File: config.mk
export PLATFORM = sky130hd
export DESIGN_NAME = fp_mul_issue
export DESIGN_NICKNAME = d
export VERILOG_FILES = /design/src/rtl/fp_pkg.sv /design/src/rtl/mul_op_pkg.sv /design/src/rtl/fp_mul_issue.sv
export SDC_FILE = /design/constraint.sdc
export NUM_CORES = 1
export LEC_CHECK = 0
export ABC_AREA = 1
export BUFFER_PORTS_ARGS = -buffer_cell sky130_fd_sc_hd__buf_2
export CAP_MARGIN = 5
export CORE_AREA = 2 2 205 207
export CTS_CLUSTER_SIZE = 20
export DETAILED_ROUTE_END_ITERATION = 6
export DIE_AREA = 0 0 207 209
export GPL_ROUTABILITY_DRIVEN = 0
export PLACE_DENSITY = 0.45
export SYNTH_ARGS = -nofsm -noshare
export SYNTH_HDL_FRONTEND = slang
export SYNTH_SLANG_ARGS = --single-unit
File: constraint.sdc
create_clock -name clk -period 17.8 [get_ports clk]
set_input_delay 3.56 -clock clk [delete_from_list [all_inputs] [get_ports clk]]
set_output_delay 3.56 -clock clk [all_outputs]
set_load 0.03 [all_outputs]
File: src/rtl/fp_pkg.sv
// Single-precision format used by the vector multiply unit.
// A zero exponent means zero. NaN and infinity are passed through as
// ordinary numbers and get no special handling anywhere in the datapath.
// The integer view of an operand is a plain 32-bit two's complement word.
`default_nettype none

package fp_pkg;

	// Format widths are tied to the 32-bit word
	localparam int EXP_WIDTH = 8;
	localparam int SIG_WIDTH = 23;
	localparam int EXP_BIAS = 127;

	// IEEE bit order with the sign in bit 31
	typedef struct packed {
		logic sign;
		logic [EXP_WIDTH-1:0] exponent;
		logic [SIG_WIDTH-1:0] fraction;
	} fp_fields_t;

	// One operand word
	// Float view for FMUL and results, integer view for the ITOF source
	typedef union packed {
		fp_fields_t f;
		logic signed [31:0] i;
	} operand_t;

endpackage

`default_nettype wire

File: src/rtl/mul_op_pkg.sv
// Operation codes and pipeline stage records of the multiply unit.
// Stage exponents are biased but carry two extra bits, so values
// below 1 or above 254 survive until the normalize step drops them.
`default_nettype none

package mul_op_pkg;

	// Only two encodings are used, the others decode as FMUL
	typedef enum logic [1:0] {
		OP_FMUL = 2'd0,
		OP_ITOF = 2'd1
	} mul_op_t;

	// Request fields that do not scale with the lane count
	typedef struct packed {
		mul_op_t op;
	} mul_req_t;

	// Decoded once in the issue slot and shared by every lane
	typedef struct packed {
		logic is_itof;
	} lane_ctl_t;

	// Extra range bit plus sign bit on top of the format exponent
	localparam int STAGE_EXP_WIDTH = fp_pkg::EXP_WIDTH + 2;
	// Hidden bit plus stored fraction
	localparam int SIG_A_WIDTH = fp_pkg::SIG_WIDTH + 1;
	// Wide enough for the magnitude of any 32-bit integer
	localparam int MAG_B_WIDTH = 32;
	localparam int PROD_WIDTH = SIG_A_WIDTH + MAG_B_WIDTH;

	typedef struct packed {
		logic sign;
		logic signed [STAGE_EXP_WIDTH-1:0] exponent;
		logic zero;
		logic [SIG_A_WIDTH-1:0] sig_a;
		logic [MAG_B_WIDTH-1:0] mag_b;
	} prep_stage_t;

	typedef struct packed {
		logic sign;
		logic signed [STAGE_EXP_WIDTH-1:0] exponent;
		logic zero;
		logic [PROD_WIDTH-1:0] product;
	} prod_stage_t;

endpackage

`default_nettype wire

File: src/rtl/fp_mul_issue.sv
// Input slot of the multiply pipeline.
// The slot refills while the pipeline is stalled if it is empty, so
// in_ready_o drops only when the slot is full and advance_i is low.
// The requester must hold in_valid_i and the request until accepted.
`timescale 1ns/1ps
`default_nettype none

module fp_mul_issue #(
	parameter int LANES = 4
) (
	input wire clk,
	input wire rst_i,
	input wire in_valid_i,
	output logic in_ready_o,
	input wire mul_op_pkg::mul_op_t in_op_i,
	input wire fp_pkg::operand_t [LANES-1:0] in_a_i,
	input wire fp_pkg::operand_t [LANES-1:0] in_b_i,
	input wire advance_i,
	output logic issue_valid_o,
	output mul_op_pkg::lane_ctl_t issue_ctl_o,
	output fp_pkg::operand_t [LANES-1:0] issue_a_o,
	output fp_pkg::operand_t [LANES-1:0] issue_b_o
);

	logic slot_valid_q;
	mul_op_pkg::mul_req_t slot_q;
	logic accept;

	// Slot can take a request when empty or when it drains this cycle
	assign in_ready_o = !slot_valid_q || advance_i;
	assign accept = in_valid_i && in_ready_o;

	always_ff @(posedge clk)
	begin
		if (rst_i)
			slot_valid_q <= 1'b0;
		else if (in_ready_o)
			slot_valid_q <= in_valid_i;
	end

	// Payload only changes on an accepted request
	always_ff @(posedge clk)
	begin
		if (accept)
		begin
			slot_q.op <= in_op_i;
			issue_a_o <= in_a_i;
			issue_b_o <= in_b_i;
		end
	end

	assign issue_valid_o = slot_valid_q;

	// One decode for all lanes
	always_comb
	begin
		issue_ctl_o.is_itof = (slot_q.op == mul_op_pkg::OP_ITOF);
	end

	// Requester side of the handshake
	a_req_held: assert property (@(posedge clk) disable iff (rst_i)
		in_valid_i && !in_ready_o |=> in_valid_i && $stable(in_op_i)
			&& $stable(in_a_i) && $stable(in_b_i))
		else $error("request changed or dropped while waiting for in_ready_o");

endmodule

`default_nettype wire

; After elaboration in Yosys (flattened, before gate mapping)
; Cells that the tools add are included.
[op_classes]
eq_ne = 1
reduce_logical = 3
[op_table]
columns = op, count
row1 = $eq A2 B1 Y1 const B, 1
row2 = $logic_and A1 B1 Y1, 1
row3 = $logic_not A1 Y1, 1
row4 = $logic_or A1 B1 Y1, 1
[totals]
inputBits = 262
ff_bits = 259
elab_cells = 14
output_inout_bits = 259

; Depth between registers and ports, before layout
; Gate-level depths: netlist of the first run.
[depth]
depth_word = 3
ltp_mapped = 3
depth_no_buf = 3

; Worst setup path after synthesis of the first run
; No wires, ideal clock.
[synth_path]
path_kind = input -> register
startpoint = in in_valid_i
endpoint = reg issue_a_o[0] (netlist name) (enable)
path_buffers = 0
required_time_ns = 16.837
t_arrival_ns = 15.999
setup_ns = 0.963
setup_slack_ns = 0.838
path_stages = 2
cell_sequence = inv_1 a21oi_1
[synth_via]
elab_chain_len = 1
[synth_lines]
columns = element, line_no
row1 = from (decl), fp_mul_issue.sv:13  ; input wire in_valid_i,
row2 = $logic_and A1 B1 Y1, fp_mul_issue.sv:31  ; assign accept = in_valid_i && in_ready_o;
row3 = via accept, fp_mul_issue.sv:27  ; logic accept;
row4 = to (signal assigned), fp_mul_issue.sv:47  ; issue_a_o <= in_a_i;
row5 = to (decl), fp_mul_issue.sv:21  ; output fp_pkg::operand_t [LANES-1:0] issue_a_o,
; The timed path passes the listed nets, and every way through them passes these cells.
; A chain may end at the register's enable or synchronous reset.

; Worst setup path after layout of the first run
[layout_path]
startpoint = in advance_i
endpoint = out in_ready_o
[layout_via]
elab_chain_len = 1
[layout_lines]
columns = element, line_no
row1 = from (decl), fp_mul_issue.sv:18  ; input wire advance_i,
row2 = $logic_or A1 B1 Y1, fp_mul_issue.sv:30  ; assign in_ready_o = !slot_valid_q || advance_i;
row3 = to (decl), fp_mul_issue.sv:14  ; output logic in_ready_o,
; No other way between the ends.

==> impl_results.md, run 1 <==
* Largest net degree at the start of global routing at 73
* Total GRT Usage at 10.1%
* First-pass GRT wire length at 32.8 mm
* Die width at 207 um
* Commonest cells after routing, fill and taps aside: buf_2 (520), edfxtp_1 (258), clkbuf_16 (29)
* Worst Path Max Fanout at 2
* Top cell type's share of synthesized area at 99.3%
* Critical-path cell list: buf_2 -> inv_2 -> nand2_2 -> buf_2
* Antenna violations before repair at 6
* Commonest non-fill, non-tap cell in the layout: buf_2
* Clock buffer count from CTS at 29
* DP Wirelength at 17.8 mm
* Startpoint Class: input port
* Core Rows at 75
* Min-delay worst type: flop to flop
* I/O pin count at 521
* Setup crit end kind: output pin
* DIE AREA at 43300 um2
* Status: finished clean
* PwrDens at 123 nW/um2
* Placed cell areas at 11100 um2
* Setup repair bufs after CTS at 0
* Clock latency on the worst-skew pair at 0.55 ns
* Vias in the first global route at 5178
* Drt first pass iters at 4
* CTS root buffer: clkbuf_16
* Netlist cell types at 8
* Remaining Overflow, GRT at 0
* GRT Max-Usage Layer: met2
* Net count after synthesis at 528
* Worst slew pin tran at 0.949 ns
* Largest cells by area after synthesis: edfxtp_1 (99%), dfxtp_1 (0.26%), a21oi_2 (0.11%), inv_1 (0.096%), nand2_2 (0.080%)
* Sequential area share after synthesis at 99.6%
* Final slew viol count at 0
* DR vias at 4840
* DRC at 0
* CP peak stage delay at 0.18 ns
* Clock slew at reported path FFs at 0.06 ns
* Worst path bufs/invs at 3
* Post-route antenna net violation count at 0
* Input/output buffers at 520
* Mapped Avg Cell Area at 29.3 um2
* Max-cap viol count at 0
* Initial cell density of the core at 18.9%
* Maximum clock rate at 133 MHz
* Final number of setup-violating endpoints at 0
* Post-route clock period utilization at 42.3%
* Post-CTS Hold Buffers at 0
* CTS tree: done
* Cell taking the most area after synthesis: edfxtp_1
* Sink Count at 259
* FF+latch count, synth at 259
* Synth warn at 0
* Met2 usage at 17.2%
* CP arrival at 3.97 ns
* Resize count post-CTS at 0
* # nets final at 1083
* Clock Skew at 0.0257 ns
* Setup TNS at 0 ns
* Drt first-iter violations at 192
* Clock tree buffer depth at 3
* Hold Fails Final Rpt at 0
* Core region area at 41300 um2
* Worst Setup Path Type: input port to output pin
* Worst slew margin at 36.7%
* Syn Inst Count at 266
* Synth-to-Final Area Change at 55.1%
* Routed wire per std cell at 16.8 um
* RSZ-0062 raised after global routing: no
* Met3 Resource Use GR at 4.49%
* Delay-heaviest family, CP: buffers and inverters
* H-tree lvl count at 1
* WL final at 23.3 mm
* Crit-path slowest cell: buf_2
* Layout cells sized above 1 at 67.7%
* Peak VDD IR at 69.8 uV
* Req. time, crit path at 14.24 ns
* Crit-path most repeated cell: buf_2
* GR Util met1 at 11.4%
* Die Ht at 209 um
* Post-Layout Inst Area at 12100 um2
* Via density at 3.49
* Tmin final at 7.53 ns
* Mapped Area at 7800 um2
* Leak at 5.07 nW
==> flip-flops by register name, summed over array words and instances, names as in the netlist <==
| signal | cells |
|---|---|
| issue_b_o | 128 |
| issue_valid_o | 1 |
| issue_a_o | 128 |
| slot_q | 2 |
==> kinds of logic (layout without fill, tap and decap cells) <==
kind of cell / count (synthesis) / count (layout) / share of synthesized area, %
compound gates: 2 / 2 / 0.176
flops: 259 / 259 / 99.6
buf+inv: 3 / 580 / 0.144
other cells: 0 / 3 / 0
simple gates: 2 / 2 / 0.128
==> worst paths after layout <==
kind,start,to,slack [ns],cells past startpoint
setup reg to reg,issue_valid_o,issue_b_o[70],14.60,4
setup / recovery,advance_i,in_ready_o,10.27,4
hold / removal,issue_valid_o,issue_valid_o,0.53,2
hold reg to reg,issue_valid_o,issue_valid_o,0.53,2
==> area by class of cell <==
| cell class | instances | area (um2) |
|---|---|---|
| repair buffers | 524 | 2630 |
| clock buffers | 31 | 733 |
| well taps | 539 | 674 |
| flip-flops and latches | 259 | 7770 |
| fillers | 4217 | 29200 |
| diodes | 3 | 7.51 |
| multi-input cells | 4 | 35.0 |
| inverters | 3 | 11.3 |
| clock inverters | 22 | 241 |
==> worst register-to-register path: cells and delay by family (launching register included) <==
kind	cells	cell delay (ns)
AOI/OAI and AO/OA	1	0.14
buffers and inverters	3	2.28
DFF	1	0.35
==> power by group <==
part / switching, mW / internal, mW / total [mW]
Clock: 0.244 / 0.369 / 0.613
Sequential: 0.00909 / 0.715 / 0.724
Combinational: 0.108 / 0.0428 / 0.151
==> per-layer routing <==
| layer | up-vias | part of all wire [%] |
|---|---|---|
| met5 | - | 0.14 |
| met4 | 6 | 2.8 |
| met2 | 304 | 49 |
| met3 | 41 | 11 |
| li1 | 2206 | - |
| met1 | 2283 | 37 |
==> synthesized netlist by cell type <==
cell type and instances:
edfxtp_1 258, inv_1 2, a21oi_1 1, a21oi_2 1, dfxtp_1 1, inv_2 1, nand2_2 1, nor2_1 1
==> stage by stage <==
step           power [mW]  util [%]  setup slack [ns]  cells  hold slack, ns
6_report             1.49      29.3             10.27   1385           0.529
5_1_grt              1.54      29.3             10.24   1383           0.555
4_1_cts              1.52      29.3             10.26   1382           0.527
3_5_place_dp        0.891      26.9             10.26   1329           0.516
3_3_place_gp        0.889      26.9             10.27   1329           0.523
2_1_floorplan       0.835         -             0.838    266           0.734
Power figures use the tool's default switching activity.
==> inputs of run 2 (changes only) <==
- clock period: 17.8 -> 6.9 ns (I/O delays scaled with it)
==> impl_results.md, run 2 (same netlist as run 1, synthesis figures left out) <==
* R2r endpoint: issue_b_o[107] (was issue_b_o[70])
* Clock buffer count from CTS at 30 (was 29)
* Total GRT Usage at 9.64% (was 10.1%)
* First-pass GRT wire length at 31.5 mm (was 32.8 mm)
* Maximum clock rate at 314 MHz
* CP peak stage delay at 0.18 ns (about the same)
* Setup repair bufs after CTS at 0 (unchanged)
* Internal at 2.89 mW (was 1.13 mW)
* Layout cells sized above 1 at 67.9% (was 67.7%)
* Remaining Overflow, GRT at 0 (unchanged)
* Post-route clock period utilization at 46.1%
* Sw frac at 24.2% (was 24.3%)
* Clock Skew at 0.0145 ns (was 0.0257 ns)
* Final number of setup-violating endpoints at 0 (unchanged)
* Worst Hold Launch: issue_valid_o (unchanged)
* CP arrival at 1.80 ns (was 3.97 ns)
* Via density at 3.45 (was 3.49)
* Placed cell areas at 11100 um2 (about the same)
* Critical-path cell list: buf_2 -> inv_2 -> nand2_2 -> buf_2 (unchanged)
* Vias in the first global route at 5030 (was 5178)
* Max-cap viol count at 0 (unchanged)
* DR vias at 4768 (was 4840)
* Clock group share of total power at 40.8% (was 41.2%)
* Die width at 207 um (unchanged)
* Largest net degree at the start of global routing at 136 (was 73)
* Final slew viol count at 0 (unchanged)
* Post-CTS Hold Buffers at 0 (unchanged)
* Worst path bufs/invs at 3 (unchanged)
* Sink Count at 259 (unchanged)
* Core Rows at 75 (unchanged)
* DP Wirelength at 16.8 mm (was 17.8 mm)
* Worst Setup Path Type: input port to output pin (unchanged)
* Leak at 5.08 nW (was 5.07 nW)
* Worst slew margin at 45.5% (was 36.7%)
* Worst slew pin tran at 0.817 ns (was 0.949 ns)
* R2r startpoint: issue_valid_o (unchanged)
* Resize count post-CTS at 0 (unchanged)
* Drt first pass iters at 4 (unchanged)
* Hold Path Depth at 2 (unchanged)
* Clock tree buffer depth at 3 (unchanged)
* Setup crit end kind: output pin (unchanged)
* Die Ht at 209 um (unchanged)
* WL final at 22.2 mm (was 23.3 mm)
* Reg2Reg Setup Slack at 5.19 ns (was 14.60 ns)
* Worst Path Max Fanout at 2 (unchanged)
* Crit-path most repeated cell: buf_2 (unchanged)
* Delay-heaviest family, CP: buffers and inverters (unchanged)
* I/O pin count at 521 (unchanged)
* Crit-path slowest cell: buf_2 (unchanged)
* DIE AREA at 43300 um2 (unchanged)
* DRC at 0 (unchanged)
* Status: finished clean (unchanged)
* Post-route antenna net violation count at 0 (unchanged)
* Share of power burned in registers at 48.9% (was 48.6%)
* Reported net switching power at 0.921 mW (was 0.361 mW)
* Post-Layout Inst Area at 12100 um2 (about the same)
* Routed wire per std cell at 16.0 um (was 16.8 um)
* Peak VDD IR at 278 uV (was 69.8 uV)
* CTS root buffer: clkbuf_16 (unchanged)
* H-tree lvl count at 1 (unchanged)
* Clock latency on the worst-skew pair at 0.54 ns (was 0.55 ns)
* Startpoint Class: input port (unchanged)
* Input/output buffers at 520 (unchanged)
* RSZ-0062 raised after global routing: no (unchanged)
* Min-delay worst type: flop to flop (unchanged)
* Worst r2r path cells at 2 (was 4)
* Regs by FF count: issue_a_o (128), issue_b_o (128), slot_q (2) (unchanged)
* CTS tree: done (unchanged)
* Req. time, crit path at 5.52 ns (was 14.24 ns)
* Commonest non-fill, non-tap cell in the layout: buf_2 (unchanged)
* Synth-to-Final Area Change at 55.2% (was 55.1%)
* Drt first-iter violations at 207 (was 192)
* Initial cell density of the core at 18.9% (unchanged)
* Clock slew at reported path FFs at 0.06 ns (about the same)
* # nets final at 1082 (was 1083)
* Tmin final at 3.18 ns
* Setup TNS at 0 ns (unchanged)
* Core region area at 41300 um2 (unchanged)
* Logic pwr share at 10.2% (about the same)
* Commonest cells after routing, fill and taps aside: buf_2 (520), edfxtp_1 (258), clkbuf_16 (31) (was buf_2 (520), edfxtp_1 (258), clkbuf_16 (29))
* PwrDens at 315 nW/um2 (was 123 nW/um2)
* Hold Fails Final Rpt at 0 (unchanged)
* Antenna violations before repair at 8 (was 6)
* Hold EP: issue_valid_o (unchanged)
run 2: changes by cell type in the layout (fill, tap and decap cells not counted), sizes merged:
cell / delta
bufinv: -2
clkinvlp: -2
diode: -2
clkbuf: +6
buf: -2
inv: +1
run 2: stage by stage:
| step | total power, mW | hold WS (ns) | setup slack, ns | util (%) | cells |
|---|---|---|---|---|---|
| finish | 3.81 | 0.527 | 3.72 | 29.3 | 1384 |
| global placement | 2.29 | 0.523 | 3.71 | 27.0 | 1327 |
| global route | 3.97 | 0.555 | 3.70 | 29.3 | 1383 |
| detailed placement | 2.30 | 0.516 | 3.72 | 27.0 | 1327 |
| CTS | 3.89 | 0.529 | 3.71 | 29.3 | 1383 |
| floorplan | 2.12 | 0.769 | 0.685 | - | 266 |
run 2: worst max path at each step:
stage               from      endpoint  slack, ns  cells past startpoint
2_1_floorplan  advance_i  issue_a_o[0]       0.69                      2
3_3_place_gp   advance_i    in_ready_o       3.71                      4
3_5_place_dp   advance_i    in_ready_o       3.72                      4
4_1_cts        advance_i    in_ready_o       3.71                      4
5_1_grt        advance_i    in_ready_o       3.70                      4
6_report       advance_i    in_ready_o       3.72                      4
run 2: tightest hold or removal path, delay by kind of cell, from the launching register on:
family	cells	cell delay, ns
flops	1	0.35
simple gates	1	0.09
compound gates	1	0.04
run 2: power groups by stage:
stage               clock network, mW  logic, mW  registers (mW)
finish                           1.56      0.389            1.87
CTS                              1.63      0.397            1.87
detailed placement                  0      0.397            1.90
floorplan                           0     0.0301            2.09
global placement                    0      0.396            1.90
global route                     1.68      0.412            1.87
run 2: layout make-up:
| cell class | instances | area (um2) |
|---|---|---|
| diodes | 1 | 2.50 |
| clock buffers | 37 | 798 |
| clock inverters | 19 | 181 |
| fillers | 4207 | 29200 |
| inverters | 3 | 11.3 |
| multi-input cells | 4 | 35.0 |
| flip-flops and latches | 259 | 7770 |
| well taps | 539 | 674 |
| repair buffers | 522 | 2640 |
run 2: layer usage:
metal  up-vias  part of all wire [%]  track usage, %
met2       308                    49            16.1
met3        32                    10            3.86
met5         -                  0.18               0
met4         8                   1.9            3.08
li1       2197                     -               -
met1      2223                    38            11.3
