[src/rtl/fp_pkg.sv]
// Single-precision format used by the vector multiply unit.
// A zero exponent means zero. NaN and infinity are passed through as
// ordinary numbers and get no special handling anywhere in the datapath.
// The integer view of an operand is a plain 32-bit two's complement word.
`default_nettype none

package fp_pkg;

	// Format widths are tied to the 32-bit word
	localparam int EXP_WIDTH = 8;
	localparam int SIG_WIDTH = 23;
	localparam int EXP_BIAS = 127;

	// IEEE bit order with the sign in bit 31
	typedef struct packed {
		logic sign;
		logic [EXP_WIDTH-1:0] exponent;
		logic [SIG_WIDTH-1:0] fraction;
	} fp_fields_t;

	// One operand word
	// Float view for FMUL and results, integer view for the ITOF source
	typedef union packed {
		fp_fields_t f;
		logic signed [31:0] i;
	} operand_t;

endpackage

`default_nettype wire

[src/rtl/mul_op_pkg.sv]
// Operation codes and pipeline stage records of the multiply unit.
// Stage exponents are biased but carry two extra bits, so values
// below 1 or above 254 survive until the normalize step drops them.
`default_nettype none

package mul_op_pkg;

	// Only two encodings are used, the others decode as FMUL
	typedef enum logic [1:0] {
		OP_FMUL = 2'd0,
		OP_ITOF = 2'd1
	} mul_op_t;

	// Request fields that do not scale with the lane count
	typedef struct packed {
		mul_op_t op;
	} mul_req_t;

	// Decoded once in the issue slot and shared by every lane
	typedef struct packed {
		logic is_itof;
	} lane_ctl_t;

	// Extra range bit plus sign bit on top of the format exponent
	localparam int STAGE_EXP_WIDTH = fp_pkg::EXP_WIDTH + 2;
	// Hidden bit plus stored fraction
	localparam int SIG_A_WIDTH = fp_pkg::SIG_WIDTH + 1;
	// Wide enough for the magnitude of any 32-bit integer
	localparam int MAG_B_WIDTH = 32;
	localparam int PROD_WIDTH = SIG_A_WIDTH + MAG_B_WIDTH;

	typedef struct packed {
		logic sign;
		logic signed [STAGE_EXP_WIDTH-1:0] exponent;
		logic zero;
		logic [SIG_A_WIDTH-1:0] sig_a;
		logic [MAG_B_WIDTH-1:0] mag_b;
	} prep_stage_t;

	typedef struct packed {
		logic sign;
		logic signed [STAGE_EXP_WIDTH-1:0] exponent;
		logic zero;
		logic [PROD_WIDTH-1:0] product;
	} prod_stage_t;

endpackage

`default_nettype wire

[src/rtl/fp_mul_operand_prep.sv]
// First lane stage of the multiplier.
// Denormal inputs count as zero. ITOF is a multiply by 1.0 where B is an
// unnormalized float with exponent 127 + 23 and the integer magnitude as
// its significand. The exponent kept here is the biased result exponent
// for a product whose hidden one sits at bit 46.
`timescale 1ns/1ps
`default_nettype none

module fp_mul_operand_prep (
	input wire clk,
	input wire rst_i,
	input wire advance_i,
	input wire mul_op_pkg::lane_ctl_t ctl_i,
	input wire fp_pkg::operand_t a_i,
	input wire fp_pkg::operand_t b_i,
	output mul_op_pkg::prep_stage_t prep_o
);

	localparam int EW = mul_op_pkg::STAGE_EXP_WIDTH;

	logic sign_a;
	logic sign_b;
	logic [fp_pkg::EXP_WIDTH-1:0] exp_a;
	logic [fp_pkg::EXP_WIDTH-1:0] exp_b;
	logic signed [EW-1:0] unbiased_a;
	logic signed [EW-1:0] unbiased_b;
	logic [mul_op_pkg::SIG_A_WIDTH-1:0] sig_a;
	logic [mul_op_pkg::MAG_B_WIDTH-1:0] mag_b;
	logic zero;
	mul_op_pkg::prep_stage_t prep_d;

	// Operand A
	always_comb
	begin
		if (ctl_i.is_itof)
		begin
			// Constant 1.0
			sign_a = 1'b0;
			exp_a = fp_pkg::EXP_WIDTH'(fp_pkg::EXP_BIAS);
			sig_a = {1'b1, {fp_pkg::SIG_WIDTH{1'b0}}};
		end
		else
		begin
			sign_a = a_i.f.sign;
			exp_a = a_i.f.exponent;
			sig_a = {a_i.f.exponent != '0, a_i.f.fraction};
		end
	end

	// Operand B, decoded by the op
	always_comb
	begin
		if (ctl_i.is_itof)
		begin
			sign_b = b_i.i[31];
			exp_b = fp_pkg::EXP_WIDTH'(fp_pkg::EXP_BIAS + fp_pkg::SIG_WIDTH);
			// Magnitude of -2^31 still fits as an unsigned word
			mag_b = b_i.i[31] ? 32'(-b_i.i) : 32'(b_i.i);
		end
		else
		begin
			sign_b = b_i.f.sign;
			exp_b = b_i.f.exponent;
			mag_b = mul_op_pkg::MAG_B_WIDTH'({b_i.f.exponent != '0, b_i.f.fraction});
		end
	end

	// Zero result detection
	always_comb
	begin
		if (ctl_i.is_itof)
			zero = (b_i.i == 0);
		else
			zero = (a_i.f.exponent == '0) || (b_i.f.exponent == '0);
	end

	// Unbias, add with room for overflow, then rebias once
	assign unbiased_a = EW'(exp_a) - EW'(fp_pkg::EXP_BIAS);
	assign unbiased_b = EW'(exp_b) - EW'(fp_pkg::EXP_BIAS);

	always_comb
	begin
		prep_d.sign = sign_a ^ sign_b;
		prep_d.exponent = unbiased_a + unbiased_b + EW'(fp_pkg::EXP_BIAS);
		prep_d.zero = zero;
		prep_d.sig_a = sig_a;
		prep_d.mag_b = mag_b;
	end

	// Only the zero flag needs a known value after reset
	always_ff @(posedge clk)
	begin
		if (rst_i)
			prep_o.zero <= 1'b1;
		else if (advance_i)
			prep_o <= prep_d;
	end

endmodule

`default_nettype wire

[src/rtl/fp_mul_normalize.sv]
// Final lane step, purely combinational.
// The fraction is truncated toward zero. A set zero flag or a final
// exponent outside 1 to 254 gives a zero with the product sign.
`timescale 1ns/1ps
`default_nettype none

module fp_mul_normalize (
	input wire mul_op_pkg::prod_stage_t prod_i,
	output fp_pkg::operand_t result_o
);

	localparam int PW = mul_op_pkg::PROD_WIDTH;
	localparam int EW = mul_op_pkg::STAGE_EXP_WIDTH;
	localparam int LW = $clog2(PW);
	// Hidden one position when both significands are normal
	localparam int REF_BIT = 2 * fp_pkg::SIG_WIDTH;
	localparam int EXP_MAX = (2 ** fp_pkg::EXP_WIDTH) - 2;

	logic [LW-1:0] lead;
	logic [PW-1:0] shifted;
	logic signed [EW-1:0] res_exp;
	logic in_range;

	// Leading one search, highest set bit wins
	always_comb
	begin
		lead = '0;
		for (int i = 0; i < PW; i++)
		begin
			if (prod_i.product[i])
				lead = LW'(i);
		end
	end

	// Leading one moves to the top bit, fraction follows right below it
	assign shifted = prod_i.product << (PW - 1 - lead);

	// Exponent moves by the distance of the leading one from bit 46
	assign res_exp = prod_i.exponent + EW'(lead) - EW'(REF_BIT);
	assign in_range = (res_exp > 0) && (res_exp <= EXP_MAX);

	always_comb
	begin
		result_o.f.sign = prod_i.sign;
		if (prod_i.zero || !in_range)
		begin
			result_o.f.exponent = '0;
			result_o.f.fraction = '0;
		end
		else
		begin
			result_o.f.exponent = res_exp[fp_pkg::EXP_WIDTH-1:0];
			// Bits below the fraction are dropped
			result_o.f.fraction = shifted[PW-2 -: fp_pkg::SIG_WIDTH];
		end
	end

endmodule

`default_nettype wire

[src/rtl/fp_mul_lane.sv]
// One lane of the vector multiplier.
// Two registers deep: the prep register and the product register.
// The normalized result is combinational from the product register.
`timescale 1ns/1ps
`default_nettype none

module fp_mul_lane (
	input wire clk,
	input wire rst_i,
	input wire advance_i,
	input wire mul_op_pkg::lane_ctl_t ctl_i,
	input wire fp_pkg::operand_t a_i,
	input wire fp_pkg::operand_t b_i,
	output fp_pkg::operand_t result_o
);

	mul_op_pkg::prep_stage_t prep;
	mul_op_pkg::prod_stage_t prod_q;

	fp_mul_operand_prep prep_inst (
		.clk(clk),
		.rst_i(rst_i),
		.advance_i(advance_i),
		.ctl_i(ctl_i),
		.a_i(a_i),
		.b_i(b_i),
		.prep_o(prep)
	);

	// Product register, 24 x 32 significand multiply
	always_ff @(posedge clk)
	begin
		if (rst_i)
			prod_q.zero <= 1'b1;
		else if (advance_i)
		begin
			prod_q.sign <= prep.sign;
			prod_q.exponent <= prep.exponent;
			prod_q.zero <= prep.zero;
			prod_q.product <= prep.sig_a * prep.mag_b;
		end
	end

	fp_mul_normalize norm_inst (
		.prod_i(prod_q),
		.result_o(result_o)
	);

	// FMUL lands at bit 46 or 47, ITOF anywhere from bit 23 to bit 54
	a_prod_span: assert property (@(posedge clk) disable iff (rst_i)
		!prod_q.zero |-> !prod_q.product[mul_op_pkg::PROD_WIDTH-1]
			&& (|prod_q.product[mul_op_pkg::PROD_WIDTH-2:fp_pkg::SIG_WIDTH]))
		else $error("product leading one outside expected span");

endmodule

`default_nettype wire

[config.mk]
export PLATFORM = sky130hd
export DESIGN_NAME = fp_mul_lane
export DESIGN_NICKNAME = d
export VERILOG_FILES = /design/src/rtl/fp_pkg.sv /design/src/rtl/mul_op_pkg.sv /design/src/rtl/fp_mul_operand_prep.sv /design/src/rtl/fp_mul_normalize.sv /design/src/rtl/fp_mul_lane.sv
export SDC_FILE = /design/constraint.sdc
export NUM_CORES = 2
export LEC_CHECK = 0
export ABC_AREA = 0
export CAP_MARGIN = 20
export CORE_ASPECT_RATIO = 1.75
export CORE_MARGIN = 3
export CORE_UTILIZATION = 40
export CTS_BUF_LIST = sky130_fd_sc_hd__clkbuf_4 sky130_fd_sc_hd__clkbuf_8
export DETAILED_ROUTE_END_ITERATION = 8
export DONT_BUFFER_PORTS = 1
export GPL_ROUTABILITY_DRIVEN = 0
export GPL_TIMING_DRIVEN = 1
export HOLD_SLACK_MARGIN = 0.06
export SYNTH_ARGS = -nofsm -noshare
export SYNTH_HDL_FRONTEND = slang
export SYNTH_HIERARCHICAL = 1
export SYNTH_SLANG_ARGS = --single-unit
[constraint.sdc]
create_clock -name clk -period 6.1 [get_ports clk]
set_input_delay 0.915 -clock clk [delete_from_list [all_inputs] [get_ports clk]]
set_output_delay 0.915 -clock clk [all_outputs]
set_load 0.01 [all_outputs]
; Yosys cells after proc, flatten, opt, wreduce, memory -nomap -nowiden
; Cells that the tools add are included.
[word_totals]
register_bits = 136
out_inout_bits = 32
[op_classes]
add_sub_neg = 8
mul = 1
order_cmp = 2
shifts = 1
n_mux = 62
bitwise = 2
reduce_logical = 11
[op_table]
columns = op, count
row1 = 6-bit 2-to-1 mux, 24
row2 = 5-bit 2-to-1 mux, 16
row3 = 31-bit 2-to-1 mux, 2
row4 = 24-bit by 32-bit multiplier with 56-bit output, 1
row5 = 56-bit by 32-bit << shifter with 55-bit output, 1
row6 = 32-bit zero test, 1
row7 = 4-bit 2-to-1 mux, 8
row8 = 32-bit negation, 1
row9 = 24-bit 2-to-1 mux, 1
row10 = "8-bit by 7-bit subtractor with 9-bit output, second input constant", 2
row11 = 8-bit zero test, 2
row12 = 8-bit 2-to-1 mux, 2
row13 = 8-bit nonzero test, 2
row14 = 3-bit 2-to-1 mux, 4
row15 = 10-bit adder, 1
row16 = 10-bit by 6-bit adder with 10-bit output, 1
row17 = "10-bit by 8-bit adder with 10-bit output, second input constant", 1
row18 = "10-bit by 1-bit greater-than comparator with 1-bit output, second input constant", 1
row19 = "10-bit by 9-bit <= comparator with 1-bit output, second input constant", 1
row20 = "10-bit by 6-bit subtractor with 10-bit output, second input constant", 1
row21 = "6-bit by 6-bit subtractor with 7-bit output, first input constant", 1
row22 = 2-bit 2-to-1 mux, 2
row23 = 2-bit AND reduction, 2
row24 = 1-bit 2-to-1 mux, 3
row25 = other kinds (5), 6

; Logic depth before layout (Yosys ltp)
[depth]
depth_word = 62
mapped_depth = 26
ltp_nobuf = 23

; Modules after synthesis
; Netlist, hierarchy kept.
[by_module_without_submodules]
columns = module, n_inst, cells_each, area_per_inst_um2, seq_area_each_um2
row1 = fp_mul_lane, 1, 2914, 26950.8, 2031.9
row2 = fp_mul_normalize, 1, 716, 4888.4, 0.0
row3 = fp_mul_operand_prep, 1, 347, 3851.2, 2031.9

; Worst setup path after synthesis
; Ideal clock, no wire load.
[synth_path]
kind = register -> register
from = register prep_inst/prep_o[24] (netlist bit)
to = register prod_q[50] (netlist bit), data pin
setup_ps = 263
t_arrival_ps = 6403
path_slack_ps = -567
path_stages_with_launch = 24
path_buffers = 1
synth_period_minus_slack_ps = 6667
path_cell_list = edfxtp_1 -> clkbuf_1 -> nand2_1 -> fa_1 -> inv_1 -> fa_1 -> inv_1 -> fa_1 -> fa_1 -> inv_1 -> fa_1 -> fa_1 -> inv_1 -> fa_1 -> inv_1 -> ha_1 -> a21o_1 -> a21o_1 -> a221oi_2 -> a2111oi_1 -> or4_1 -> a31o_1 -> a21oi_2 -> xnor2_1
[synth_via]
elab_chain_len = 1
[synth_rtl]
columns = item, line_no
row1 = "start, declared", fp_mul_operand_prep.sv:16  ; output mul_op_pkg::prep_stage_t prep_o
row2 = "start signal, assigned", fp_mul_operand_prep.sv:96  ; prep_o <= prep_d;
row3 = 24-bit by 32-bit multiplier with 56-bit output, fp_mul_lane.sv:40  ; prod_q.product <= prep.sig_a * prep.mag_b;
row4 = "end, declared", fp_mul_lane.sv:18  ; mul_op_pkg::prod_stage_t prod_q;
; Every way passes these cells.
; A chain may end at the register's enable or synchronous reset.

; Worst setup path in the final report
[layout_path]
from = register prep_inst/prep_o[22] (netlist bit)
to = register prod_q[52] (netlist bit), data pin
; Same word-level chain as after synthesis.

==> reports/qor.csv <==
stage,metric,value,unit
yosys,top cell type's share of synthesized area,37.0,%
yosys,top area cells in the synthesized netlist,"fa_1, edfxtp_1, inv_1",
die,num rows,144,
yosys,Synth Warn #,6,
place,hpwl dp,94600,um
routing,vias per cell,5.40,
global_routing,initial antenna violation count,1,
critical_path,CP bufs+invs,8,
flow_run,max-cap violations,0,
critical_path,FF-to-FF setup slack,-840,ps
timing,minimum clock period after layout,6940,ps
worst_hold_path,worst hold path class,reg2reg,
status,status,finished with violations,
status,failing checks,negative setup slack,
yosys,Mapped Nets,4922,
yosys,Syn Inst Count,3977,
timing,Slew @ Worst Pin,914,ps
clocking,worst-skew pair later-pin latency,540,ps
yosys,"Avg Cell Area, Syn",8.97,sq um
routing,DRC,0,
cells_and_area,proportion of layout cells with a drive suffix above 1,22.0,%
critical_path,CP Max Fanout,11,
critical_path,Critical Setup Path Class,reg2reg,
cells_and_area,Final Cell Area,43700,sq um
global_routing,largest net degree at the start of global routing,68,
place,pre-CTS setup slack,-1330,ps
yosys,biggest area consumer among synthesized cells,fa_1,
critical_path,element type at the critical path start,flop,
place,Area after DPL,40700,sq um
timing,setup ws final,-838,ps
die,Die Ht,401,um
yosys,Post-synth ARST share,0,%
critical_path,"Arr. time, crit path",7240,ps
clocking,CTS tree,done,
timing,RSZ-0062 raised after global routing,yes,
cells_and_area,area delta synth->final,22.5,%
die,Starting Density,40.4,%
clocking,"Clk pin slew, worst setup/hold paths",110,ps
die,die area,93000,sq um
routing,drt first pass iters,6,
timing,Slew Limit Headroom,38.7,%
global_routing,vias in the first global route,32500,
die,I/O pin cnt,100,
yosys,"Seq/Total Area, Yosys",11.4,%
yosys,Most used DFF post-synth,edfxtp_1,
timing,Max Fclk,144,MHz
routing,Antenna Nets Post-Route,0,
die,core area,88300,sq um
timing,Slew Limit Fails,0,
clocking,clock sinks,136,
die,chip width,232,um
routing,vias,29700,
cells_and_area,nets,5261,
yosys,Synth cell types,108,
yosys,Syn Std Cell Area,35700,sq um
critical_path,CP max stage cell,fa_2,
global_routing,GRT Util Overall,25.3,%
place,PortBufs,0,
global_routing,first-pass GRT wire length,181000,um
critical_path,"CP delay by family, top",adder cells,
yosys,Synth Register Bits,136,
timing,"Hold Vio Cnt, Final",0,
critical_path,Setup crit end kind,flop,
clocking,CTS buffer count,17,
routing,Initial DRC Count,1701,
timing,Final Skew,30.7,ps
timing,final setup vio count,53,
critical_path,CP peak stage delay,590,ps
global_routing,grt total ovfl,0,
yosys,number of synthesized flops with an enable pin,134,
routing,wire length per cell,21.2,um
routing,Total Wirelength,116000,um
timing,period utilization,114,%
clocking,H-tree lvl count,4,
critical_path,WP data required,6400,ps
clocking,CTS Buffer Depth,2,
clocking,root buffer cell,clkbuf_8,
[sequential cells by signal, summed over array words and instances (netlist names)]
signal            flops
prod_q               68
prep_inst/prep_o     68
[timing repair]
item | CTS | global route
buffers inserted | 58 | 40
gates resized for setup | 219 | 198
hold buffers | 0 | 0
gates cloned | 2 | 0
pin swaps | 126 | 122
setup endpoints to repair | 72 | 72
[cells in the final DEF, fill, tap and decap left out, types with 43 or more instances in the layout]
master    instances
a21oi_1          97
and2_1          377
buf_12           71
buf_4           400
buf_6            63
edfxtp_1        134
fa_1            612
fa_2             48
ha_1            181
inv_1           733
mux2i_1          56
nand2_1         473
nand3_1          43
nor2_1          112
o21ai_0          53
xnor2_1          57
[through the flow]
stage               util (%)  cells  hold WS [ps]  setup TNS (ps)
global route            49.5   5498           428          -31180
CTS                     48.2   5463           410          -21180
global placement        46.1   5372           401          -28090
floorplan                  -   3977           400           -2920
detailed placement      46.1   5372           407          -30780
finish                  49.5   5498           421          -20610
[worst reg2reg max path, cell delays in order (launching register included)]
cell	delay, ps
edfxtp_1	400
buf_12	150
buf_12	140
nand2_1	80
fa_1	530
inv_1	50
fa_1	550
inv_1	70
fa_2	590
fa_2	450
inv_2	70
fa_2	430
fa_1	480
inv_1	50
fa_1	470
inv_1	70
ha_4	240
a21oi_4	130
buf_4	130
o21bai_4	70
o311a_1	320
a211o_1	300
a311oi_4	380
o211ai_2	160
a221oi_2	270
xnor2_1	90
[metal layers]
metal / wire (um) / GRT usage, %
met3: 5650 / 3.36
met5: 0 / 0
met4: 8420 / 15.1
met1: 40100 / 26.8
met2: 62100 / 47.1
[cell usage after synthesis, types with 9 or more instances]
| master | count |
|---|---|
| inv_1 | 773 |
| fa_1 | 660 |
| nand2_1 | 491 |
| and2_1 | 407 |
| ha_1 | 217 |
| clkbuf_1 | 183 |
| edfxtp_1 | 134 |
| a21oi_1 | 123 |
| nor2_1 | 119 |
| o21ai_0 | 68 |
| xnor2_1 | 61 |
| mux2i_1 | 56 |
| nand3_1 | 49 |
| a211oi_1 | 44 |
| a21o_1 | 39 |
| nor2b_1 | 38 |
| xor2_1 | 35 |
| nor3_1 | 31 |
| nor4_1 | 25 |
| buf_2 | 23 |
| a221oi_1 | 20 |
| a31oi_1 | 20 |
| and3_1 | 20 |
| or3_1 | 20 |
| a211o_1 | 19 |
| nand2b_1 | 18 |
| o21ai_1 | 18 |
| o211ai_1 | 17 |
| o21bai_1 | 15 |
| o31ai_1 | 13 |
| o21a_1 | 11 |
| or4_1 | 11 |
| nand4_1 | 10 |
| o211a_1 | 10 |
| buf_1 | 9 |
[cell type report]
class,count,area (sq um)
Fill cell,8249,44600
Multi-Input combinational cell,2845,29700
Timing Repair Buffer,539,5220
Sequential cell,136,4060
Inverter,777,2920
Tap cell,1168,1460
Clock buffer,17,234
Clock inverter,15,119
Antenna cell,1,2.50
[kinds of logic (layout without fill, tap and decap cells)]
group	count (synthesis)	after routing	share of synthesized area (%)
DFF	136	136	11.4
adders and majority gates	877	877	44.6
AOI/OAI and AO/OA	533	533	10.6
and+or+nand+nor	1266	1266	17.9
xor gates and xnor gates	96	96	2.36
other	0	1	0
muxes	73	73	2.43
buffers and inverters	996	1348	10.7
[worst paths after layout]
path	startpoint	end	cells past startpoint
setup reg to reg	prep_inst/prep_o[22]$_DFFE_PP_	prod_q[52]$_DFFE_PP_	25
hold / removal	prep_inst/prep_o[59]$_DFFE_PP_	prod_q[59]$_DFFE_PP_	0
setup / recovery	prep_inst/prep_o[22]$_DFFE_PP_	prod_q[52]$_DFFE_PP_	25
hold reg to reg	prep_inst/prep_o[59]$_DFFE_PP_	prod_q[59]$_DFFE_PP_	0
Power is left out: the tool's default activity adds up to more than one toggle a clock period on the data nets, which glitch-free logic cannot reach.
