### config.mk
export PLATFORM = sky130hd
export DESIGN_NAME = fp_mul_collect
export DESIGN_NICKNAME = d
export VERILOG_FILES = /design/src/rtl/fp_pkg.sv /design/src/rtl/fp_mul_collect.sv
export SDC_FILE = /design/constraint.sdc
export NUM_CORES = 1
export LEC_CHECK = 0
export BUFFER_PORTS_ARGS = -buffer_cell sky130_fd_sc_hd__buf_4
export CORE_MARGIN = 8
export CORE_UTILIZATION = 35
export CTS_BUF_LIST = sky130_fd_sc_hd__clkbuf_8
export DETAILED_ROUTE_END_ITERATION = 10
export PLACE_DENSITY_LB_ADDON = 0.08
export SLEW_MARGIN = 5
export SYNTH_ARGS = -nofsm -noshare
export SYNTH_HDL_FRONTEND = slang
export SYNTH_SLANG_ARGS = --single-unit
### constraint.sdc
create_clock -name clk -period 17 [get_ports clk]
set_input_delay 1.7 -clock clk [delete_from_list [all_inputs] [get_ports clk]]
set_output_delay 1.7 -clock clk [all_outputs]
set_load 0.005 [all_outputs]
### src/rtl/fp_pkg.sv
// Single-precision format used by the vector multiply unit.
// A zero exponent means zero. NaN and infinity are passed through as
// ordinary numbers and get no special handling anywhere in the datapath.
// The integer view of an operand is a plain 32-bit two's complement word.
`default_nettype none

package fp_pkg;

	// Format widths are tied to the 32-bit word
	localparam int EXP_WIDTH = 8;
	localparam int SIG_WIDTH = 23;
	localparam int EXP_BIAS = 127;

	// IEEE bit order with the sign in bit 31
	typedef struct packed {
		logic sign;
		logic [EXP_WIDTH-1:0] exponent;
		logic [SIG_WIDTH-1:0] fraction;
	} fp_fields_t;

	// One operand word
	// Float view for FMUL and results, integer view for the ITOF source
	typedef union packed {
		fp_fields_t f;
		logic signed [31:0] i;
	} operand_t;

endpackage

`default_nettype wire

### src/rtl/fp_mul_collect.sv
// Valid tracking and output register of the multiply pipeline.
// Every register in the unit moves on advance_o, which is high while the
// output register is empty or being consumed. No bubble squeezing.
`timescale 1ns/1ps
`default_nettype none

module fp_mul_collect #(
	parameter int LANES = 4
) (
	input wire clk,
	input wire rst_i,
	input wire issue_valid_i,
	input wire fp_pkg::operand_t [LANES-1:0] lane_result_i,
	output logic advance_o,
	output logic out_valid_o,
	input wire out_ready_i,
	output fp_pkg::operand_t [LANES-1:0] out_result_o
);

	logic prep_valid_q;
	logic prod_valid_q;

	assign advance_o = !out_valid_o || out_ready_i;

	// Valid chain follows the issue slot through prep and product
	always_ff @(posedge clk)
	begin
		if (rst_i)
		begin
			prep_valid_q <= 1'b0;
			prod_valid_q <= 1'b0;
			out_valid_o <= 1'b0;
		end
		else if (advance_o)
		begin
			prep_valid_q <= issue_valid_i;
			prod_valid_q <= prep_valid_q;
			out_valid_o <= prod_valid_q;
		end
	end

	// Captures only real results
	always_ff @(posedge clk)
	begin
		if (advance_o && prod_valid_q)
			out_result_o <= lane_result_i;
	end

	a_out_hold: assert property (@(posedge clk) disable iff (rst_i)
		out_valid_o && !out_ready_i |=> out_valid_o && $stable(out_result_o))
		else $error("result changed while stalled");

endmodule

`default_nettype wire

# Word-level counts from Yosys, hierarchy flattened
# Index checks and enable logic that the tools add are counted.
[totals] elab_cells=10 regBits=131 input_bits=132
[classes] reduce_logical=3
[ops] op="$logic_and A1 B1 Y1" n=1
[ops] op="$logic_not A1 Y1" n=1
[ops] op="$logic_or A1 B1 Y1" n=1

# Longest topological paths before layout
# Gate-level depths: netlist (run 1).
[depth] word_depth=3 mapped_depth=3

# Least setup slack after synthesis (run 1)
# Ideal clock, no wire load.
[synth_timing] path_kind="in2reg" start="input out_ready_i" end="register out_result_o[0] in the netlist's numbering, enable pin" setup_ps=619 slack_ps=9284 stages=2 t_arrival_ps=7098 path_cell_list="nor2b_4 > nor2_1"
[synth_via] elab_chain_cells=2
[synth_rtl] item="from (decl)" line_no="fp_mul_collect.sv:16" text="input wire out_ready_i,"
[synth_rtl] item="$logic_or A1 B1 Y1" line_no="fp_mul_collect.sv:23" text="assign advance_o = !out_valid_o || out_ready_i;"
[synth_rtl] item="$logic_and A1 B1 Y1" line_no="fp_mul_collect.sv:45" text="if (advance_o && prod_valid_q)"
[synth_rtl] item="to (signal assigned)" line_no="fp_mul_collect.sv:46" text="out_result_o <= lane_result_i;"
[synth_rtl] item="to (decl)" line_no="fp_mul_collect.sv:17" text="output fp_pkg::operand_t [LANES-1:0] out_result_o"
# No other way between the ends.
# A chain may end at the register's enable or synchronous reset.

# Worst setup path after layout (run 1)
[layout_timing] start="input out_ready_i" end="output advance_o"
[layout_via] elab_chain_cells=1
[layout_rtl] item="$logic_or A1 B1 Y1" line_no="fp_mul_collect.sv:23"
[layout_rtl] item="to (decl)" line_no="fp_mul_collect.sv:14" text="output logic advance_o,"
# No other way between the ends.

==> flow_summary.yaml, run 1 <==
run_status:
  status: "completed"
synthesis:
  synth-compound-area-share_pct: 0.346
  synthSimpleGateAreaFrac_pct: 1.04
  synthXorXnorAreaFrac_pct: 0
  synth_top_area_share_pct: 96.7
  ys_top_cells_by_count: "edfxtp_1, dfxtp_1, nand2b_1"
  ys_warn_count: 0
  ys_top_cells_by_area: "edfxtp_1, dfxtp_1, nor2b_4"
  synth_most_common_cell: "edfxtp_1"
  synth_area_um2: 3980
  yosysSeqAreaShare_pct: 98.2
  muxShareOfSynthArea_pct: 0.252
  synth-seq-cells: 131
  yosysUniqueCellTypes: 11
  synth_fa_ha_area_share_pct: 0
  synthFlopType: "edfxtp_1"
  syn_inst: 141
  syn_nets: 273
  synth_area_leader_cell: "edfxtp_1"
  async_reset_ff_share_pct: 0
  synth_top_family_by_area: "simple AND/OR/NAND/NOR gates"
  avgSynthCellArea_um2: 28.2
  synth_edf_count: 128
clock_network:
  htree_levels: 4
  postCtsSetupBuffers: 0
  clkLatencyLatePin_ns: 0.41
  hold_buffers: 0
  cts_max_path_buffers: 2
  cts-resized-gates: 0
  cts.sinks: 131
  cts_tree: "built"
  cts_buffers: 17
  root_buffer: "clkbuf_8"
  clk_pin_slew_worst_paths_ns: 0.07
setup_path:
  required_ns: 15.30
  critPathLaunchType: "primary input"
  crit_arrival_ns: 2.20
  critical_path.cell_chain: "buf_4, nor2b_4, inv_2, buf_4"
  cp_slowest_cell: "nor2b_4"
  path_max_fanout: 4
  max_stage_delay_ns: 0.18
  end_kind: "output port"
  crit_path_frequent_cell: "buf_4"
  worstSetupPathType: "primary input to output port"
sta:
  tightestPinTransition_ns: 0.814
  relSlewSlack_pct: 45.7
  finalSetupTns_ns: 0
  final-max-slew-violation-count: 0
  hold-worst-slack_ns: 0.500
  rsz0062_at_grt: "no"
  max_freq_mhz: 256
  min_period_over_period_pct: 23.0
  finalCriticalPeriod_ns: 3.90
  finalHoldViolations: 0
  setup_viol: 0
  skew_ns: 0.00988
global_route:
  grt_max_degree: 66
  antenna_found_initial: 0
  grt_pass1_vias: 2645
  gr-total-overflow: 0
  grt_pass1_wl_um: 15200
  grtUsageTotal_pct: 13.9
job:
  maxCapViolCount: 0
route:
  drc: 0
  first_iter_violations: 215
  ant_nets: 0
  first_pass_iters: 4
  vias: 2420
  route.final.wire_length_um: 10700
  avgRoutedWirePerCell_um: 18.5
  routed_via_density: 4.18
layout:
  final_layout_size_suffix_gt1_share_pct: 67.2
  diodes: 0
  syn_to_final_growth_pct: 63.4
  final_util_pct: 57.7
  fin_nets: 555
worst_hold_path:
  hold_class: "flip-flop to flip-flop"
die:
  core_area_um2: 11300
  ios: 262
  start_util_pct: 35.3
  rows: 39
  die_w_um: 123
  dieHeight_um: 123
  dieArea_um2: 15000
placement:
  dpl.hpwl_um: 8390
  gp_congestion: 0.730
  io_buffers: 261
pwr:
  p_leak_uw: 0.00268
  power_density_nw_per_um2: 100
  peakVddDrop_mv: 0.0522
## worst max-delay path, delay by kind of cell
family / cells / cell delay [ns]
buf+inv: 3 / 0.31
simple gates: 1 / 0.18
## through the flow
step                      instance area [µm²]  total power (µW)  setup WS (ns)  std cells
after floorplan                          3980               385           9.28        141
after global placement                   6140               422          13.11        547
after detailed placement                 6140               423          13.09        547
after CTS                                6500               661          13.09        579
after global routing                     6500               679          13.07        579
final                                    6500               651          13.10        579
## report_power, final
part | switching (µW) | total, µW | internal (µW)
registers | 2.64 | 370 | 367
clock network | 110 | 236 | 126
logic | 15.3 | 45.1 | 29.8
total | 128 | 651 | 523
## flip-flops by register name, summed over array words and instances, names as in the netlist
signal and flops:
out_result_o 128, out_valid_o 1, prep_valid_q 1, prod_valid_q 1
## cell type report
| cell class | count | area [µm²] |
|---|---|---|
| Timing Repair Buffer | 263 | 1970 |
| Clock inverter | 15 | 128 |
| Clock buffer | 17 | 234 |
| Tap cell | 143 | 179 |
| Multi-Input combinational cell | 8 | 72.6 |
| Fill cell | 929 | 4770 |
| Sequential cell | 131 | 3900 |
| Inverter | 2 | 7.51 |
## routing by layer
metal  routed length (µm)  up-vias  track usage [%]  share of wire, %
li1                     -     1131                -                 -
met1                 3510     1126             13.4                33
met2                 5520      152             23.2                51
met3                 1520       11             9.11                14
met4                  171        0             5.56               1.6
met5                    0        -                0                 0
## cells in the final DEF, fill, tap and decap left out
cell	count
inv_1	5
clkinvlp_4	1
buf_4	263
clkinv_4	2
nor2b_4	1
clkinv_1	2
o21ai_1	1
edfxtp_1	128
inv_2	1
bufinv_16	2
clkbuf_8	17
dfxtp_1	3
clkinv_2	4
a21oi_2	1
nand2b_1	2
nor2_4	1
mux2i_1	1
nand4bb_1	1
## final timing paths
check	startpoint	endpoint	slack (ns)	cells after the start
worst max register to register	out_valid_o	out_result_o[46]	15.39	3
worst min-delay path	prep_valid_q	prod_valid_q	0.50	2
worst max-delay path	out_ready_i	advance_o	13.10	4
worst min register to register	prep_valid_q	prod_valid_q	0.50	2
## cells by family (layout without fill, tap and decap cells)
family | Yosys count | count (layout)
compound gates | 2 | 2
buf+inv | 2 | 297
flops | 131 | 131
mux | 1 | 1
simple gates | 5 | 5
Power figures use the tool's default switching activity.
==> run 2, diff against run 1 <==
==> constraint.sdc (replaced) <==
create_clock -name clk -period 3.3 [get_ports clk]
set_input_delay 0.33 -clock clk [delete_from_list [all_inputs] [get_ports clk]]
set_output_delay 0.33 -clock clk [all_outputs]
set_load 0.005 [all_outputs]
==> run 2 against run 1 <==
Net effect:
- critical path depth is 1 lower
- cell count stayed put
- first-iteration DRC count is 31% lower
- largest power group unchanged
==> flow_summary.yaml, run 2 (synthesized netlist as in run 1, its figures left out) <==
setup_path:
  critical_path.cell_chain: "nor2b_4, nor2_4, buf_4"
  path_max_fanout: 73
  path_buf_inv: 1
  required_ns: 3.33
  end_kind: "flip-flop"
  rr_startpoint: "out_valid_o"
  cp_slowest_cell: "buf_4"
  worstSetupPathType: "flip-flop to flip-flop"
  critPathLaunchType: "flip-flop"
  reg2reg_slack_ns: 1.60
  cpLargestDelayFamily: "buffers and inverters"
  rr_endpoint: "out_result_o[77]"
  ff2ff_path_depth: 3
  crit_arrival_ns: 1.73
  max_stage_delay_ns: 0.70
die:
  core_area_um2: 11300
  ios: 262
  rows: 39
  die_w_um: 123
  dieArea_um2: 15000
  start_util_pct: 35.3
  dieHeight_um: 123
route:
  routed_via_density: 4.23
  topRoutingLayerUsed: "met4"
  met2RoutedLength_um: 5970
  drc: 0
  wl_met1_um: 3500
  ant_nets: 0
  route.final.wire_length_um: 10900
  first_pass_iters: 4
  first_iter_violations: 149
  routed-wl-met3_um: 1270
  avgRoutedWirePerCell_um: 18.9
  vias: 2447
clock_network:
  cts-resized-gates: 0
  htree_levels: 4
  clk_pin_slew_worst_paths_ns: 0.07
  cts_buffers: 17
  hold_buffers: 0
  cts_tree: "built"
  root_buffer: "clkbuf_8"
  postCtsSetupBuffers: 0
  cts.sinks: 131
  clkLatencyLatePin_ns: 0.41
  cts_max_path_buffers: 2
global_route:
  grt_max_degree: 74
  grt_pass1_wl_um: 15400
  antenna_found_initial: 0
  grt_pass1_vias: 2734
  gr-total-overflow: 0
  grtUsageTotal_pct: 14.2
layout:
  regMostFlops: "out_result_o"
  fin_nets: 555
  most-common-layout-cells: "buf_4, edfxtp_1, clkbuf_8"
  syn_to_final_growth_pct: 64.6
  instances_no_fill: 579
  final_layout_size_suffix_gt1_share_pct: 67.4
  diodes: 0
  largest_reg_flops: 128
  stdcell_area_um2: 6550
  final_common_cell: "buf_4"
worst_hold_path:
  worstHoldStart: "lane_result_i[127]"
  min_path_cells: 1
  holdPathEnd: "out_result_o[127]"
  hold_class: "primary input to flip-flop"
sta:
  tightestPinTransition_ns: 0.923
  finalHoldViolations: 0
  hold-worst-slack_ns: 0.0846
  setup_viol: 0
  max_freq_mhz: 589
  skew_ns: 0.00595
  rsz0062_at_grt: "no"
  final-max-slew-violation-count: 0
  finalSetupTns_ns: 0
  finalCriticalPeriod_ns: 1.70
  relSlewSlack_pct: 38.4
  min_period_over_period_pct: 51.4
placement:
  io_buffers: 261
  dpl.cell_count: 547
  gp_congestion: 0.680
  placed_area_um2: 6140
  dpl.hpwl_um: 8550
job:
  maxCapViolCount: 0
pwr:
  power_density_nw_per_um2: 537
  p_leak_uw: 0.00270
  peakVddDrop_mv: 0.277
  power_uw: 3510
run_status:
  status: "completed"
[run 2: metrics by stage]
step / util, % / setup slack (ns)
after floorplan: - / 0.544
after global placement: 54.4 / 1.60
after detailed placement: 54.4 / 1.58
after CTS: 58.1 / 1.59
after global routing: 58.1 / 1.52
final: 58.1 / 1.60
[run 2: worst reg2reg max path, cell delays in order (launching register included)]
cell	delay (ns)
dfxtp_1	0.33
nor2b_4	0.15
nor2_4	0.08
buf_4	0.70
[run 2: cell type report]
cell class | instances | area [µm²]
clock buffers | 17 | 234
clock inverters | 15 | 174
fillers | 890 | 4730
inverters | 2 | 7.51
multi-input cells | 8 | 72.6
flip-flops and latches | 131 | 3900
well taps | 143 | 179
repair buffers | 263 | 1970
[run 2: report_power, final]
part | internal (µW) | switching (µW) | total, µW | leakage (µW)
Sequential | 1890 | 13.8 | 1900 | 0.00120
Clock | 804 | 573 | 1380 | 0.000214
Combinational | 153 | 79.1 | 233 | 0.00128
Total | 2850 | 666 | 3510 | 0.00270
[run 2: worst max-delay path by stage]
stage | startpoint | to | depth (start not counted)
after floorplan | out_valid_o | out_result_o[0] | 2
after global placement | out_ready_i | out_result_o[60] | 4
after detailed placement | out_ready_i | out_result_o[60] | 4
after CTS | out_valid_o | out_result_o[77] | 3
after global routing | out_valid_o | out_result_o[92] | 3
final | out_valid_o | out_result_o[77] | 3
[run 2: routing by layer]
metal,track usage (%),up-vias
li1,-,1131
met1,13.5,1156
met2,24.9,146
met3,7.91,14
met4,6.09,0
met5,0,-
==> run 3, diff against run 2 <==
==> constraint.sdc (replaced) <==
create_clock -name clk -period 1.6 [get_ports clk]
set_input_delay 0.16 -clock clk [delete_from_list [all_inputs] [get_ports clk]]
set_output_delay 0.16 -clock clk [all_outputs]
set_load 0.005 [all_outputs]
==> run 3 against run 2 <==
Net effect:
- the flow now stops in clock tree synthesis
- synthesized area unchanged
- synthesized cell count stayed put
==> flow_summary.yaml, run 3 <==
die:
  ios: 262
  dieHeight_um: 123
  start_util_pct: 35.3
  rows: 39
  die_w_um: 123
placement:
  gp_congestion: 0.723
  placed_area_um2: 6230
  dpl.cell_count: 552
  pre_cts_ws_ns: 0.273
  io_buffers: 261
  dpl.hpwl_um: 9080
synthesis:
  synth_area_um2: 3980
  yosysUniqueCellTypes: 11
  avgSynthCellArea_um2: 28.2
  syn_inst: 141
  synth_top_area_share_pct: 96.7
  async_reset_ff_share_pct: 0
  ys_top_cells_by_count: "edfxtp_1, dfxtp_1, nand2b_1"
  syn_nets: 273
  synthFlopType: "edfxtp_1"
  yosysSeqAreaShare_pct: 98.2
  synth-seq-cells: 131
  ys_top_cells_by_area: "edfxtp_1, dfxtp_1, nor2b_4"
  ys_warn_count: 0
  synth_edf_count: 128
  synth_area_leader_cell: "edfxtp_1"
  synth_most_common_cell: "edfxtp_1"
clock_network:
  hold_buffers: 117
  cts.sinks: 131
  htree_levels: 4
  cts_buffers: 17
  cts_max_path_buffers: 2
  root_buffer: "clkbuf_8"
  postCtsSetupBuffers: 0
  cts-resized-gates: 0
run_status:
  stop_error: "[ERROR RSZ-0060] Max buffer count reached."
  status: "stopped before the end"
  lastStage: "clock tree synthesis"
## run 3: logic make-up after synthesis
family	count (synthesis)	share of synthesized area [%]
AOI/OAI and AO/OA	2	0.346
buffers and inverters	2	0.189
DFF	131	98.2
muxes	1	0.252
and+or+nand+nor	5	1.04
## run 3: metrics by stage
step,utilization [%],hold slack [ns]
floorplan,-,0.215
global placement,55.2,0.332
detailed placement,55.2,0.335
==> run 4, diff against run 3 <==
--- a/config.mk
+++ b/config.mk
@@ -7,10 +7,9 @@
 export LEC_CHECK = 0
 export BUFFER_PORTS_ARGS = -buffer_cell sky130_fd_sc_hd__buf_4
 export CORE_MARGIN = 8
-export CORE_UTILIZATION = 35
-export CTS_BUF_LIST = sky130_fd_sc_hd__clkbuf_8
+export CORE_UTILIZATION = 20
 export DETAILED_ROUTE_END_ITERATION = 10
-export PLACE_DENSITY_LB_ADDON = 0.08
+export PLACE_DENSITY_LB_ADDON = 0.15
 export SLEW_MARGIN = 5
 export SYNTH_ARGS = -nofsm -noshare
 export SYNTH_HDL_FRONTEND = slang
==> run 4 against run 3 <==
Net effect:
- the run now ends clean
==> flow_summary.yaml, run 4 (synthesized netlist as in run 1, its figures left out) <==
run_status:
  status: "completed"
layout:
  most-common-layout-cells: "buf_4, dlygate4sd3_1, edfxtp_1"
  regMostFlops: "out_result_o"
  final_layout_size_suffix_gt1_share_pct: 52.9
  syn_to_final_growth_pct: 106
  final_util_pct: 42.1
  largest_reg_flops: 128
  fin_nets: 684
  final_common_cell: "buf_4"
route:
  drc: 0
  routed_via_density: 3.56
  vias: 2963
  first_pass_iters: 4
  first_iter_violations: 94
  route.final.wire_length_um: 13300
  avgRoutedWirePerCell_um: 16.0
  ant_nets: 0
setup_path:
  cp_slowest_cell: "buf_12"
  critical_path.cell_chain: "nor2b_4, nor2_4, buf_12"
  reg2reg_slack_ns: 0.21
  worstSetupPathType: "flip-flop to flip-flop"
  crit_arrival_ns: 1.45
  max_stage_delay_ns: 0.36
  path_buf_inv: 1
  path_max_fanout: 76
  required_ns: 1.66
  critPathLaunchType: "flip-flop"
  cpLargestDelayFamily: "buffers and inverters"
  end_kind: "flip-flop"
die:
  dieArea_um2: 24600
  dieHeight_um: 157
  start_util_pct: 20.4
  rows: 51
  core_area_um2: 19500
  die_w_um: 157
  ios: 262
global_route:
  grt_max_degree: 77
  gr-total-overflow: 0
  grtUsageTotal_pct: 10.6
  grt_pass1_vias: 3448
  grt_pass1_wl_um: 19500
  antenna_found_initial: 3
sta:
  finalCriticalPeriod_ns: 1.39
  tightestPinTransition_ns: 0.430
  hold-worst-slack_ns: 0.0362
  rsz0062_at_grt: "no"
  min_period_over_period_pct: 86.8
  max_freq_mhz: 720
  skew_ns: 0.0138
  finalHoldViolations: 0
  relSlewSlack_pct: 71.3
  final-max-slew-violation-count: 0
  setup_viol: 0
  worst_slack_ns: 0.211
placement:
  pre_cts_ws_ns: 0.218
  gp_congestion: 0.713
  io_buffers: 261
  dpl.hpwl_um: 9650
pwr:
  p_leak_uw: 0.00331
  peakVddDrop_mv: 0.703
  power_density_nw_per_um2: 1030
clock_network:
  cts.sinks: 131
  htree_levels: 4
  clkLatencyLatePin_ns: 0.42
  postCtsSetupBuffers: 0
  cts-resized-gates: 0
  cts_tree: "built"
  cts_buffers: 17
  cts_max_path_buffers: 2
  root_buffer: "clkbuf_16"
  clk_pin_slew_worst_paths_ns: 0.07
job:
  maxCapViolCount: 0
worst_hold_path:
  hold_class: "primary input to flip-flop"
run 4: power breakdown:
group | switching [µW] | internal (µW) | total [µW]
Combinational | 232 | 528 | 760
Clock | 1590 | 2180 | 3770
Sequential | 28.7 | 3900 | 3930
Total | 1850 | 6610 | 8460
run 4: worst min-delay path, stage by stage:
cell and delay, ns:
buf_4 0.08, nand2b_1 0.06, mux2i_1 0.11
run 4: repair_timing:
| item | 4_1_cts | 5_1_grt |
|---|---|---|
| endpoints found under the hold margin | 129 | 0 |
| endpoints found under the setup margin | 0 | 0 |
| hold buffers | 129 | 0 |
run 4: stage by stage:
step	cells	power, µW	TNS (ns)	cell area (µm²)
after floorplan	141	4070	-147.25	3990
final	832	8460	0	8190
after global placement	669	4500	0	6320
after CTS	830	8600	0	8180
after global routing	832	8790	0	8190
after detailed placement	669	4510	0	6320
run 4: cell type report:
type / instances / area, µm²
multi-input cells: 8 / 72.6
clock buffers: 17 / 425
repair buffers: 392 / 3290
inverters: 2 / 7.51
clock inverters: 15 / 148
well taps: 265 / 332
diodes: 2 / 5.00
fillers: 1756 / 11300
flip-flops and latches: 131 / 3910
run 4: final timing paths:
check                      from               to  depth (start not counted)
setup / recovery    out_valid_o  out_result_o[0]                          3
hold / removal    issue_valid_i     prep_valid_q                          3
setup reg to reg    out_valid_o  out_result_o[0]                          3
hold reg to reg    prep_valid_q     prod_valid_q                          2
run 4: per-layer routing:
layer | up-vias | share of wire [%] | track usage (%)
met4 | 2 | 1.4 | 3.98
met3 | 16 | 13 | 6.61
met5 | - | 0.098 | 0
met1 | 1387 | 34 | 10.3
li1 | 1398 | - | -
met2 | 160 | 51 | 18.1
